**config.mk**
```make
export PLATFORM = sky130hd
export DESIGN_NAME = ecc_ram_top
export DESIGN_NICKNAME = d
export VERILOG_FILES = /design/src/verilog/ecc_pkg.sv /design/src/verilog/mem_pkg.sv /design/src/verilog/ecc_7_hd4_encode.sv /design/src/verilog/ecc_memory.sv /design/src/verilog/ecc_7_hd4_syndrome.sv /design/src/verilog/ecc_7_hd4_correct.sv /design/src/verilog/ecc_event_log.sv /design/src/verilog/ecc_ram_top.sv
export SDC_FILE = /design/constraint.sdc
export NUM_CORES = 2
export LEC_CHECK = 0
export BUFFER_PORTS_ARGS = -buffer_cell sky130_fd_sc_hd__buf_2
export CORE_MARGIN = 1.5
export CORE_UTILIZATION = 50
export CTS_CLUSTER_DIAMETER = 40
export DETAILED_ROUTE_END_ITERATION = 10
export PLACE_DENSITY = 0.71
export REMOVE_ABC_BUFFERS = 1
export SYNTH_ARGS = -nofsm -noshare
export SYNTH_HDL_FRONTEND = slang
export SYNTH_SLANG_ARGS = --single-unit
```
**constraint.sdc**
```tcl
create_clock -name i_clk -period 4.95 [get_ports i_clk]
set_clock_uncertainty 0.1 [all_clocks]
set_input_delay 0.495 -clock i_clk [delete_from_list [all_inputs] [get_ports i_clk]]
set_output_delay 0.495 -clock i_clk [all_outputs]
set_load 0.01 [all_outputs]
```
**src/verilog/ecc_pkg.sv**
```systemverilog
package ecc_pkg;

  // ==================================================
  // Code geometry of the 0xB7 distance-4 code
  // ==================================================
  localparam int ECC_WIDTH      = 7;
  localparam int MAX_DATA_WIDTH = 56;  // Largest data word the polynomial protects

  typedef logic [ECC_WIDTH-1:0] ecc_check_t;     // Check bits as stored next to the data
  typedef logic [ECC_WIDTH-1:0] ecc_syndrome_t;  // Stored check bits XOR recomputed ones

  // Syndrome column of data bit idx
  // Check bit k has the unit column 1 << k, so no data column may be a power of two
  function automatic ecc_syndrome_t ecc_column(input int unsigned idx);
    case (idx)
      0:  ecc_column = 7'h37;
      1:  ecc_column = 7'h6e;
      2:  ecc_column = 7'h6b;
      3:  ecc_column = 7'h61;
      4:  ecc_column = 7'h75;
      5:  ecc_column = 7'h5d;
      6:  ecc_column = 7'h0d;
      7:  ecc_column = 7'h1a;
      8:  ecc_column = 7'h34;
      9:  ecc_column = 7'h68;
      10: ecc_column = 7'h67;
      11: ecc_column = 7'h79;
      12: ecc_column = 7'h45;
      13: ecc_column = 7'h3d;
      14: ecc_column = 7'h7a;
      15: ecc_column = 7'h43;
      16: ecc_column = 7'h31;
      17: ecc_column = 7'h62;
      18: ecc_column = 7'h73;
      19: ecc_column = 7'h51;
      20: ecc_column = 7'h15;
      21: ecc_column = 7'h2a;
      22: ecc_column = 7'h54;
      23: ecc_column = 7'h1f;
      24: ecc_column = 7'h3e;
      25: ecc_column = 7'h7c;
      26: ecc_column = 7'h4f;
      27: ecc_column = 7'h29;
      28: ecc_column = 7'h52;
      29: ecc_column = 7'h13;
      30: ecc_column = 7'h26;
      31: ecc_column = 7'h4c;
      32: ecc_column = 7'h2f;
      33: ecc_column = 7'h5e;
      34: ecc_column = 7'h0b;
      35: ecc_column = 7'h16;
      36: ecc_column = 7'h2c;
      37: ecc_column = 7'h58;
      38: ecc_column = 7'h07;
      39: ecc_column = 7'h0e;
      40: ecc_column = 7'h1c;
      41: ecc_column = 7'h38;
      42: ecc_column = 7'h70;
      43: ecc_column = 7'h57;
      44: ecc_column = 7'h19;
      45: ecc_column = 7'h32;
      46: ecc_column = 7'h64;
      47: ecc_column = 7'h7f;
      48: ecc_column = 7'h49;
      49: ecc_column = 7'h25;
      50: ecc_column = 7'h4a;
      51: ecc_column = 7'h23;
      52: ecc_column = 7'h46;
      53: ecc_column = 7'h3b;
      54: ecc_column = 7'h76;
      55: ecc_column = 7'h5b;
      default: ecc_column = '0;  // Outside the code, contributes nothing
    endcase
  endfunction

endpackage

```
**src/verilog/mem_pkg.sv**
```systemverilog
package mem_pkg;

  // ==================================================
  // Memory addressing and event counters
  // ==================================================
  localparam int MAX_ADDR_WIDTH = 16;  // Upper bound for the array depth parameter
  localparam int CNT_WIDTH      = 16;

  typedef logic [CNT_WIDTH-1:0] err_count_t;

  // Increment that sticks at all ones
  function automatic err_count_t count_inc(input err_count_t cnt);
    err_count_t next_cnt;
    if (&cnt) begin
      next_cnt = cnt;
    end else begin
      next_cnt = err_count_t'(cnt + 1'b1);
    end
    return next_cnt;
  endfunction

endpackage

```
**src/verilog/ecc_7_hd4_encode.sv**
```systemverilog
`timescale 1ns/100ps

module ecc_7_hd4_encode import ecc_pkg::*; #(
  parameter int DATA_WIDTH = 32
) (
  input  logic [DATA_WIDTH-1:0] i_data,
  output ecc_check_t            o_ecc
);

  // ==================================================
  // Check bit generation
  // ==================================================

  // Check bit k is the parity over all data bits whose column has bit k set,
  // so XOR-ing the masked columns of the set data bits gives all seven at once
  always_comb begin
    o_ecc = '0;
    for (int n = 0; n < DATA_WIDTH; n++) begin
      o_ecc = o_ecc ^ ({ECC_WIDTH{i_data[n]}} & ecc_column(n));
    end
  end

  // Beyond 56 bits the columns run out and would alias to zero
  a_data_width: assert final (DATA_WIDTH >= 1 && DATA_WIDTH <= MAX_DATA_WIDTH)
    else $error("ecc_7_hd4_encode: DATA_WIDTH %0d outside 1..%0d",
                DATA_WIDTH, MAX_DATA_WIDTH);

endmodule

```
**src/verilog/ecc_memory.sv**
```systemverilog
`timescale 1ns/100ps

module ecc_memory import ecc_pkg::*; import mem_pkg::*; #(
  parameter int DATA_WIDTH = 32,
  parameter int ADDR_WIDTH = 6
) (
  input  logic                          i_clk,
  input  logic                          i_rst,
  // Write side
  input  logic                          i_wr_en,
  input  logic [ADDR_WIDTH-1:0]         i_wr_addr,
  input  logic [DATA_WIDTH-1:0]         i_wr_data,
  input  logic [DATA_WIDTH+ECC_WIDTH-1:0] i_inject_mask,  // Check bits in the upper 7 bits
  // Read side
  input  logic                          i_rd_en,
  input  logic [ADDR_WIDTH-1:0]         i_rd_addr,
  output logic                          o_rd_valid,
  output logic [ADDR_WIDTH-1:0]         o_rd_addr,
  output logic [DATA_WIDTH-1:0]         o_rd_data,
  output ecc_check_t                    o_rd_check
);

  localparam int WORD_WIDTH = DATA_WIDTH + ECC_WIDTH;
  localparam int DEPTH      = 1 << ADDR_WIDTH;

  ecc_check_t            wr_check;
  logic [WORD_WIDTH-1:0] wr_word;
  logic [WORD_WIDTH-1:0] mem [0:DEPTH-1];
  logic [WORD_WIDTH-1:0] rd_word;

  // ==================================================
  // Write path with fault injection
  // ==================================================
  ecc_7_hd4_encode #(
    .DATA_WIDTH (DATA_WIDTH)
  ) u_encode (
    .i_data (i_wr_data),
    .o_ecc  (wr_check)
  );

  // A zero mask stores the clean codeword
  assign wr_word = {wr_check, i_wr_data} ^ i_inject_mask;

  always_ff @(posedge i_clk) begin
    if (i_wr_en) begin
      mem[i_wr_addr] <= wr_word;
    end
  end

  // ==================================================
  // Registered read
  // ==================================================

  // Same-address write in this cycle is not visible yet, the old word comes out
  always_ff @(posedge i_clk) begin
    if (i_rd_en) begin
      rd_word   <= mem[i_rd_addr];
      o_rd_addr <= i_rd_addr;
    end
  end

  always_ff @(posedge i_clk) begin
    if (i_rst) begin
      o_rd_valid <= 1'b0;
    end else begin
      o_rd_valid <= i_rd_en;
    end
  end

  assign o_rd_data  = rd_word[DATA_WIDTH-1:0];
  assign o_rd_check = rd_word[WORD_WIDTH-1:DATA_WIDTH];

  // The whole pipeline sizes its address fields from this parameter
  a_addr_width: assert final (ADDR_WIDTH >= 1 && ADDR_WIDTH <= MAX_ADDR_WIDTH)
    else $error("ecc_memory: ADDR_WIDTH %0d outside 1..%0d", ADDR_WIDTH, MAX_ADDR_WIDTH);

endmodule

```
**src/verilog/ecc_7_hd4_syndrome.sv**
```systemverilog
`timescale 1ns/100ps

module ecc_7_hd4_syndrome import ecc_pkg::*; #(
  parameter int DATA_WIDTH = 32,
  parameter int ADDR_WIDTH = 6
) (
  input  logic                  i_clk,
  input  logic                  i_rst,
  input  logic                  i_valid,
  input  logic [ADDR_WIDTH-1:0] i_addr,
  input  logic [DATA_WIDTH-1:0] i_data,
  input  ecc_check_t            i_check,
  output logic                  o_valid,
  output logic [ADDR_WIDTH-1:0] o_addr,
  output logic [DATA_WIDTH-1:0] o_data,
  output ecc_syndrome_t         o_syndrome
);

  ecc_check_t calc_check;

  // ==================================================
  // Decode stage
  // ==================================================
  ecc_7_hd4_encode #(
    .DATA_WIDTH (DATA_WIDTH)
  ) u_recompute (
    .i_data (i_data),
    .o_ecc  (calc_check)
  );

  // Syndrome is forced to zero between reads so the corrector sees a clean
  // word and raises no flag while nothing is in flight
  always_ff @(posedge i_clk) begin
    if (i_rst) begin
      o_valid    <= 1'b0;
      o_syndrome <= '0;
    end else begin
      o_valid    <= i_valid;
      o_syndrome <= i_valid ? (i_check ^ calc_check) : '0;
    end
  end

  always_ff @(posedge i_clk) begin
    if (i_valid) begin
      o_data <= i_data;  // Raw word, correction happens in the next stage
      o_addr <= i_addr;
    end
  end

endmodule

```
**src/verilog/ecc_7_hd4_correct.sv**
```systemverilog
`timescale 1ns/100ps

module ecc_7_hd4_correct import ecc_pkg::*; #(
  parameter int DATA_WIDTH = 32
) (
  input  ecc_syndrome_t         i_ecc,
  input  logic [DATA_WIDTH-1:0] i_data,
  input  logic                  i_disable,  // Data stays raw, the flags are still reported
  output logic [DATA_WIDTH-1:0] o_data,
  output logic                  o_corrected,
  output logic                  o_detected
);

  logic [DATA_WIDTH-1:0] fixed_data;

  assign o_data = i_disable ? i_data : fixed_data;

  // ==================================================
  // Syndrome classification
  // ==================================================
  always_comb begin
    // Anything not matched below is a multi-bit error
    o_corrected = 1'b0;
    o_detected  = 1'b1;
    fixed_data  = i_data;

    // Clean word
    if (i_ecc == '0) begin
      o_detected = 1'b0;
    end

    // Unit syndrome points at a stored check bit, the data itself is fine
    for (int k = 0; k < ECC_WIDTH; k++) begin
      if (i_ecc == ecc_syndrome_t'(1 << k)) begin
        o_corrected = 1'b1;
        o_detected  = 1'b0;
      end
    end

    // Column match names the flipped data bit
    for (int n = 0; n < DATA_WIDTH; n++) begin
      if (i_ecc == ecc_column(n)) begin
        o_corrected   = 1'b1;
        o_detected    = 1'b0;
        fixed_data[n] = ~i_data[n];
      end
    end
  end

  // Columns are distinct from zero and from the unit vectors, so exactly one
  // class can hold for any syndrome
  a_flags_exclusive: assert final (!(o_corrected && o_detected))
    else $error("ecc_7_hd4_correct: corrected and detected both set, syndrome %h", i_ecc);

endmodule

```
**src/verilog/ecc_event_log.sv**
```systemverilog
`timescale 1ns/100ps

module ecc_event_log import ecc_pkg::*; import mem_pkg::*; #(
  parameter int DATA_WIDTH = 32,
  parameter int ADDR_WIDTH = 6
) (
  input  logic                  i_clk,
  input  logic                  i_rst,
  input  logic                  i_valid,
  input  logic [ADDR_WIDTH-1:0] i_addr,
  input  logic [DATA_WIDTH-1:0] i_data,
  input  logic                  i_corrected,
  input  logic                  i_detected,
  input  logic                  i_clr_counts,
  output logic                  o_rd_valid,
  output logic [DATA_WIDTH-1:0] o_rd_data,
  output logic                  o_corrected,
  output logic                  o_detected,
  output err_count_t            o_corr_count,
  output err_count_t            o_det_count,
  output logic [ADDR_WIDTH-1:0] o_last_err_addr
);

  // ==================================================
  // Result register and event counters
  // ==================================================
  always_ff @(posedge i_clk) begin
    if (i_rst) begin
      o_rd_valid      <= 1'b0;
      o_corrected     <= 1'b0;
      o_detected      <= 1'b0;
      o_corr_count    <= '0;
      o_det_count     <= '0;
      o_last_err_addr <= '0;
    end else begin
      o_rd_valid  <= i_valid;
      o_corrected <= i_valid & i_corrected;
      o_detected  <= i_valid & i_detected;

      if (i_clr_counts) begin  // Clear wins over an event in the same cycle
        o_corr_count <= '0;
        o_det_count  <= '0;
      end else begin
        if (i_valid && i_corrected) o_corr_count <= count_inc(o_corr_count);
        if (i_valid && i_detected)  o_det_count  <= count_inc(o_det_count);
      end

      if (i_valid && (i_corrected || i_detected)) begin
        o_last_err_addr <= i_addr;
      end
    end
  end

  always_ff @(posedge i_clk) begin
    if (i_valid) begin
      o_rd_data <= i_data;
    end
  end

  // The syndrome stage zeroes its syndrome between reads, so the corrector
  // must stay quiet whenever no read is in flight
  a_flag_needs_valid: assert property (@(posedge i_clk) disable iff (i_rst)
    (i_corrected || i_detected) |-> i_valid)
    else $error("ecc_event_log: error flag without a valid read");

  a_data_width: assert final (DATA_WIDTH <= MAX_DATA_WIDTH)
    else $error("ecc_event_log: DATA_WIDTH %0d above %0d", DATA_WIDTH, MAX_DATA_WIDTH);

endmodule

```
**src/verilog/ecc_ram_top.sv**
```systemverilog
`timescale 1ns/100ps

module ecc_ram_top import ecc_pkg::*; import mem_pkg::*; #(
  parameter int DATA_WIDTH = 32,
  parameter int ADDR_WIDTH = 6
) (
  input  logic                            i_clk,
  input  logic                            i_rst,
  input  logic                            i_wr_en,
  input  logic [ADDR_WIDTH-1:0]           i_wr_addr,
  input  logic [DATA_WIDTH-1:0]           i_wr_data,
  input  logic [DATA_WIDTH+ECC_WIDTH-1:0] i_inject_mask,
  input  logic                            i_rd_en,
  input  logic [ADDR_WIDTH-1:0]           i_rd_addr,
  input  logic                            i_disable,
  input  logic                            i_clr_counts,
  output logic                            o_rd_valid,
  output logic [DATA_WIDTH-1:0]           o_rd_data,
  output logic                            o_corrected,
  output logic                            o_detected,
  output err_count_t                      o_corr_count,
  output err_count_t                      o_det_count,
  output logic [ADDR_WIDTH-1:0]           o_last_err_addr
);

  logic                  mem_rd_valid;
  logic [ADDR_WIDTH-1:0] mem_rd_addr;
  logic [DATA_WIDTH-1:0] mem_rd_data;
  ecc_check_t            mem_rd_check;
  logic                  syn_valid;
  logic [ADDR_WIDTH-1:0] syn_addr;
  logic [DATA_WIDTH-1:0] syn_data;
  ecc_syndrome_t         syn_syndrome;
  logic [DATA_WIDTH-1:0] cor_data;
  logic                  cor_corrected;
  logic                  cor_detected;

  // ==================================================
  // Read pipeline, memory -> decode -> execute -> result
  // ==================================================
  ecc_memory #(
    .DATA_WIDTH (DATA_WIDTH),
    .ADDR_WIDTH (ADDR_WIDTH)
  ) u_memory (
    .i_clk         (i_clk),
    .i_rst         (i_rst),
    .i_wr_en       (i_wr_en),
    .i_wr_addr     (i_wr_addr),
    .i_wr_data     (i_wr_data),
    .i_inject_mask (i_inject_mask),
    .i_rd_en       (i_rd_en),
    .i_rd_addr     (i_rd_addr),
    .o_rd_valid    (mem_rd_valid),
    .o_rd_addr     (mem_rd_addr),
    .o_rd_data     (mem_rd_data),
    .o_rd_check    (mem_rd_check)
  );

  ecc_7_hd4_syndrome #(
    .DATA_WIDTH (DATA_WIDTH),
    .ADDR_WIDTH (ADDR_WIDTH)
  ) u_syndrome (
    .i_clk      (i_clk),
    .i_rst      (i_rst),
    .i_valid    (mem_rd_valid),
    .i_addr     (mem_rd_addr),
    .i_data     (mem_rd_data),
    .i_check    (mem_rd_check),
    .o_valid    (syn_valid),
    .o_addr     (syn_addr),
    .o_data     (syn_data),
    .o_syndrome (syn_syndrome)
  );

  ecc_7_hd4_correct #(
    .DATA_WIDTH (DATA_WIDTH)
  ) u_correct (
    .i_ecc       (syn_syndrome),
    .i_data      (syn_data),
    .i_disable   (i_disable),
    .o_data      (cor_data),
    .o_corrected (cor_corrected),
    .o_detected  (cor_detected)
  );

  ecc_event_log #(
    .DATA_WIDTH (DATA_WIDTH),
    .ADDR_WIDTH (ADDR_WIDTH)
  ) u_event_log (
    .i_clk           (i_clk),
    .i_rst           (i_rst),
    .i_valid         (syn_valid),
    .i_addr          (syn_addr),
    .i_data          (cor_data),
    .i_corrected     (cor_corrected),
    .i_detected      (cor_detected),
    .i_clr_counts    (i_clr_counts),
    .o_rd_valid      (o_rd_valid),
    .o_rd_data       (o_rd_data),
    .o_corrected     (o_corrected),
    .o_detected      (o_detected),
    .o_corr_count    (o_corr_count),
    .o_det_count     (o_det_count),
    .o_last_err_addr (o_last_err_addr)
  );

endmodule

```
==> run metrics <==
Post-Route Setup TNS=0 ns; Core Region=0.205 mm^2; hold violation count in the final report=0; number of different library cells in the post-synthesis netlist=61; critical path capture point type=flop; outcome=finished clean; H-tree levels=5; cell area after layout=approximately 0.12 mm^2; Die Y-Extent=roughly 460 um; input/output buffers=about 160; Worst-Skew Late Latency=around 0.96 ns; unrepaired setup endpoints after global routing=no; antenna violations before repair=9; global routing usage summed across all routing layers=26.2%; Fmax achieved=between 200 and 300 MHz; most common library cell in the layout ignoring fill and taps=sky130_fd_sc_hd__edfxtp_1; CP Class=reg2reg; Period minus WS final=3.55 ns; clk sinks=~2700; HPWL after detailed placement=about 140000 um; worst-case headroom to the max-slew limit=a little over a tenth; sequential area share after synthesis=between 70% and 80%; initial core utilization=50.3%; number of global-route vias before repair=50200; Detailed Route WL=around 270000 um; Worst-Margin Slew=1.33 ns; horizontal die dimension=457 um; combined flip-flop and latch cell area=just under 0.08 mm^2; Power Dens Cells=roughly 460 mW/mm^2; Min-Delay Path Class=in2reg; Max Fanout on Critical Path=25; max-slew violations=0; worst endpoint required time=5.69 ns; Iter 0 DRT Violations=approximately 7700; max cap viols=0; final routed wire length divided by cell count=approximately 35 um; P_leak=38.1 nW; Arrival @ worst endpoint=4.29 ns; final routed DRC violation total=0; total of fill cells in the finished design=between 10000 and 15000; Layout Area Growth over Synthesis=17.3%; I/O pins=between 150 and 200; global-route wire length before repair=383000 um; vias per inst=between 6 and 7; top_reg_cell synth=sky130_fd_sc_hd__edfxtp_1; share of layout cells above drive strength 1=a little over a third; Yosys warning total=0; instance area after placement=between 0.1 and 0.15 mm^2; remaining number of nets flagged by the antenna check after routing=0; standard-cell rows=166; final cycle utilization of the critical path=a little under three quarters; number of failing setup endpoints in the final timing report=0; Congestion Overflow GR=0; maximum vdd ir drop=~420 uV; CTS tree=done; nature of the critical path startpoint=flop; flip-flop and latch count after synthesis=around 2700; synthesized instance count=4359; post-synth design cell area=0.103 mm^2; drt pass-1 iters=5; maximum number of pins on one net before global-route repair=102; total of cells resized after clock tree synthesis=0; layout net count=4936; Avg Inst Size Synth=23.6 um^2; EDFF count, synth=2611; clock-pin slew reported for the worst setup and hold paths after clock tree synthesis=approximately 0.07 ns; CTS root buffer=sky130_fd_sc_hd__clkbuf_16; via count=just over 50000; Multi-input gate area=around 0.024 mm^2; number of buffers between clock root and the deepest sink=4; GPL Wtd Cong=between 0.8 and 0.9; fraction of registers with async set/reset=0%; Die ar.=0.209 mm^2; leading cell types in the layout, fill and taps excluded=sky130_fd_sc_hd__edfxtp_1 (2611), sky130_fd_sc_hd__mux4_2 (812), sky130_fd_sc_hd__clkbuf_16 (348); cts bufs inserted=342
area by class of cell:
cell class                 count  area share, %
sequential                  2661           65.7
clock buffer                 381           7.31
multi-input combinational   1469           19.7
inverter                       6         0.0186
clock inverter               222           1.93
antenna                        1        0.00207
tap                         2688           2.78
timing repair buffer         365           2.52
per-stage QoR:
step	power, mW	setup WS (ns)	hold WS [ns]	std cells	util [%]
after global routing	57.0	1.13	0.0556	7792	59.0
after floorplan	29.7	0.723	0.300	4136	-
final	55.6	1.40	0.0657	7793	59.0
after global placement	31.5	0.966	0.305	7182	53.5
after CTS	55.8	1.42	0.0487	7791	59.0
after detailed placement	31.7	1.01	0.305	7182	53.5
cell usage after synthesis (all sizes together), types with 3 or more instances:
| master | count | area [um^2] |
|---|---|---|
| nand2 | 60 | 225 |
| o211ai | 3 | 22.5 |
| nor3 | 17 | 96.4 |
| or2 | 9 | 56.3 |
| and2 | 7 | 43.8 |
| xor2 | 70 | 613 |
| or4 | 7 | 52.6 |
| mux4 | 812 | 18300 |
| edfxtp | 2611 | 78400 |
| nor2 | 128 | 480 |
| clkbuf | 151 | 567 |
| nand2b | 7 | 43.8 |
| o21ai | 11 | 55.1 |
| dfxtp | 50 | 1000 |
| nor4 | 10 | 68.8 |
| a22oi | 3 | 22.5 |
| and3 | 11 | 68.8 |
| or3 | 12 | 80.1 |
| a211oi | 3 | 27.5 |
| nor3b | 4 | 30.0 |
| nor4b | 5 | 50.0 |
| mux2 | 7 | 78.8 |
| xnor2 | 158 | 1380 |
| inv | 6 | 22.5 |
| a21oi | 20 | 100 |
| and4 | 3 | 26.3 |
| a31o | 13 | 114 |
| mux2i | 19 | 190 |
| and4b | 3 | 30.0 |
| nand4 | 11 | 68.8 |
| nand3b | 6 | 45.0 |
| nand3 | 19 | 95.1 |
| nor2b | 9 | 56.3 |
| buf | 72 | 323 |
registers in the layout, indices dropped and copies added, names as in the netlist, 6 cells and up:
register and cells:
u_memory.mem 2496, u_memory.rd_word 39, u_event_log.o_rd_data 32, u_syndrome.o_data 32, u_event_log.o_corr_count 16, u_event_log.o_det_count 16
u_syndrome.o_syndrome 7, u_event_log.o_last_err_addr 6, u_memory.o_rd_addr 6, u_syndrome.o_addr 6
worst max-delay path, stage by stage (launching register included):
cell                       delay, ns
sky130_fd_sc_hd__dfxtp_1        0.81
sky130_fd_sc_hd__or2b_1         0.35
sky130_fd_sc_hd__a311oi_1       0.14
sky130_fd_sc_hd__o31a_1         0.34
sky130_fd_sc_hd__or4_1          0.47
sky130_fd_sc_hd__or3_4          0.44
sky130_fd_sc_hd__nor4b_2        0.47
sky130_fd_sc_hd__a21oi_1        0.16
sky130_fd_sc_hd__a31o_2         0.23
path summary, 6_finish.rpt:
check,from,cells after the start,to,slack (ns)
worst max-delay path,u_syndrome.o_syndrome[3]$_SDFF_PP0_,8,u_event_log.o_det_count[13]$_SDFFE_PP0P_,1.40
worst min-delay path,i_inject_mask[18],2,u_memory.mem[54][18]$_DFFE_PP_,0.07
worst max register to register,u_syndrome.o_syndrome[3]$_SDFF_PP0_,8,u_event_log.o_det_count[13]$_SDFFE_PP0P_,1.40
worst min register to register,u_memory.o_rd_addr[4]$_DFFE_PP_,0,u_syndrome.o_addr[4]$_DFFE_PP_,0.32
kinds of logic after synthesis:
family / count (synthesis) / share of synthesized area, %
xor gates and xnor gates: 230 / 1.98
muxes: 838 / 18.0
and+or+nand+nor: 336 / 1.64
DFF: 2661 / 77.1
adders and majority gates: 2 / 0.0243
buffers and inverters: 229 / 0.885
AOI/OAI and AO/OA: 63 / 0.409
per-layer routing:
metal	track usage, %	routed length [um]	vias to the layer above
li1	-	-	19600
met1	36.3	101000	27000
met2	42.3	134000	3433
met3	5.65	30200	510
met4	7.36	7320	2
met5	0	5	-
timing repair:
action	4_1_cts	5_1_grt
endpoints found under the setup margin	0	0
endpoints found under the hold margin	24	0
hold buffers	6	0
setup buffers	0	0
power breakdown:
group,switching (mW),internal [mW]
Combinational,3.04,1.53
Sequential,0.263,26.5
Clock,9.72,14.6
(Power assumes the default switching activity.)
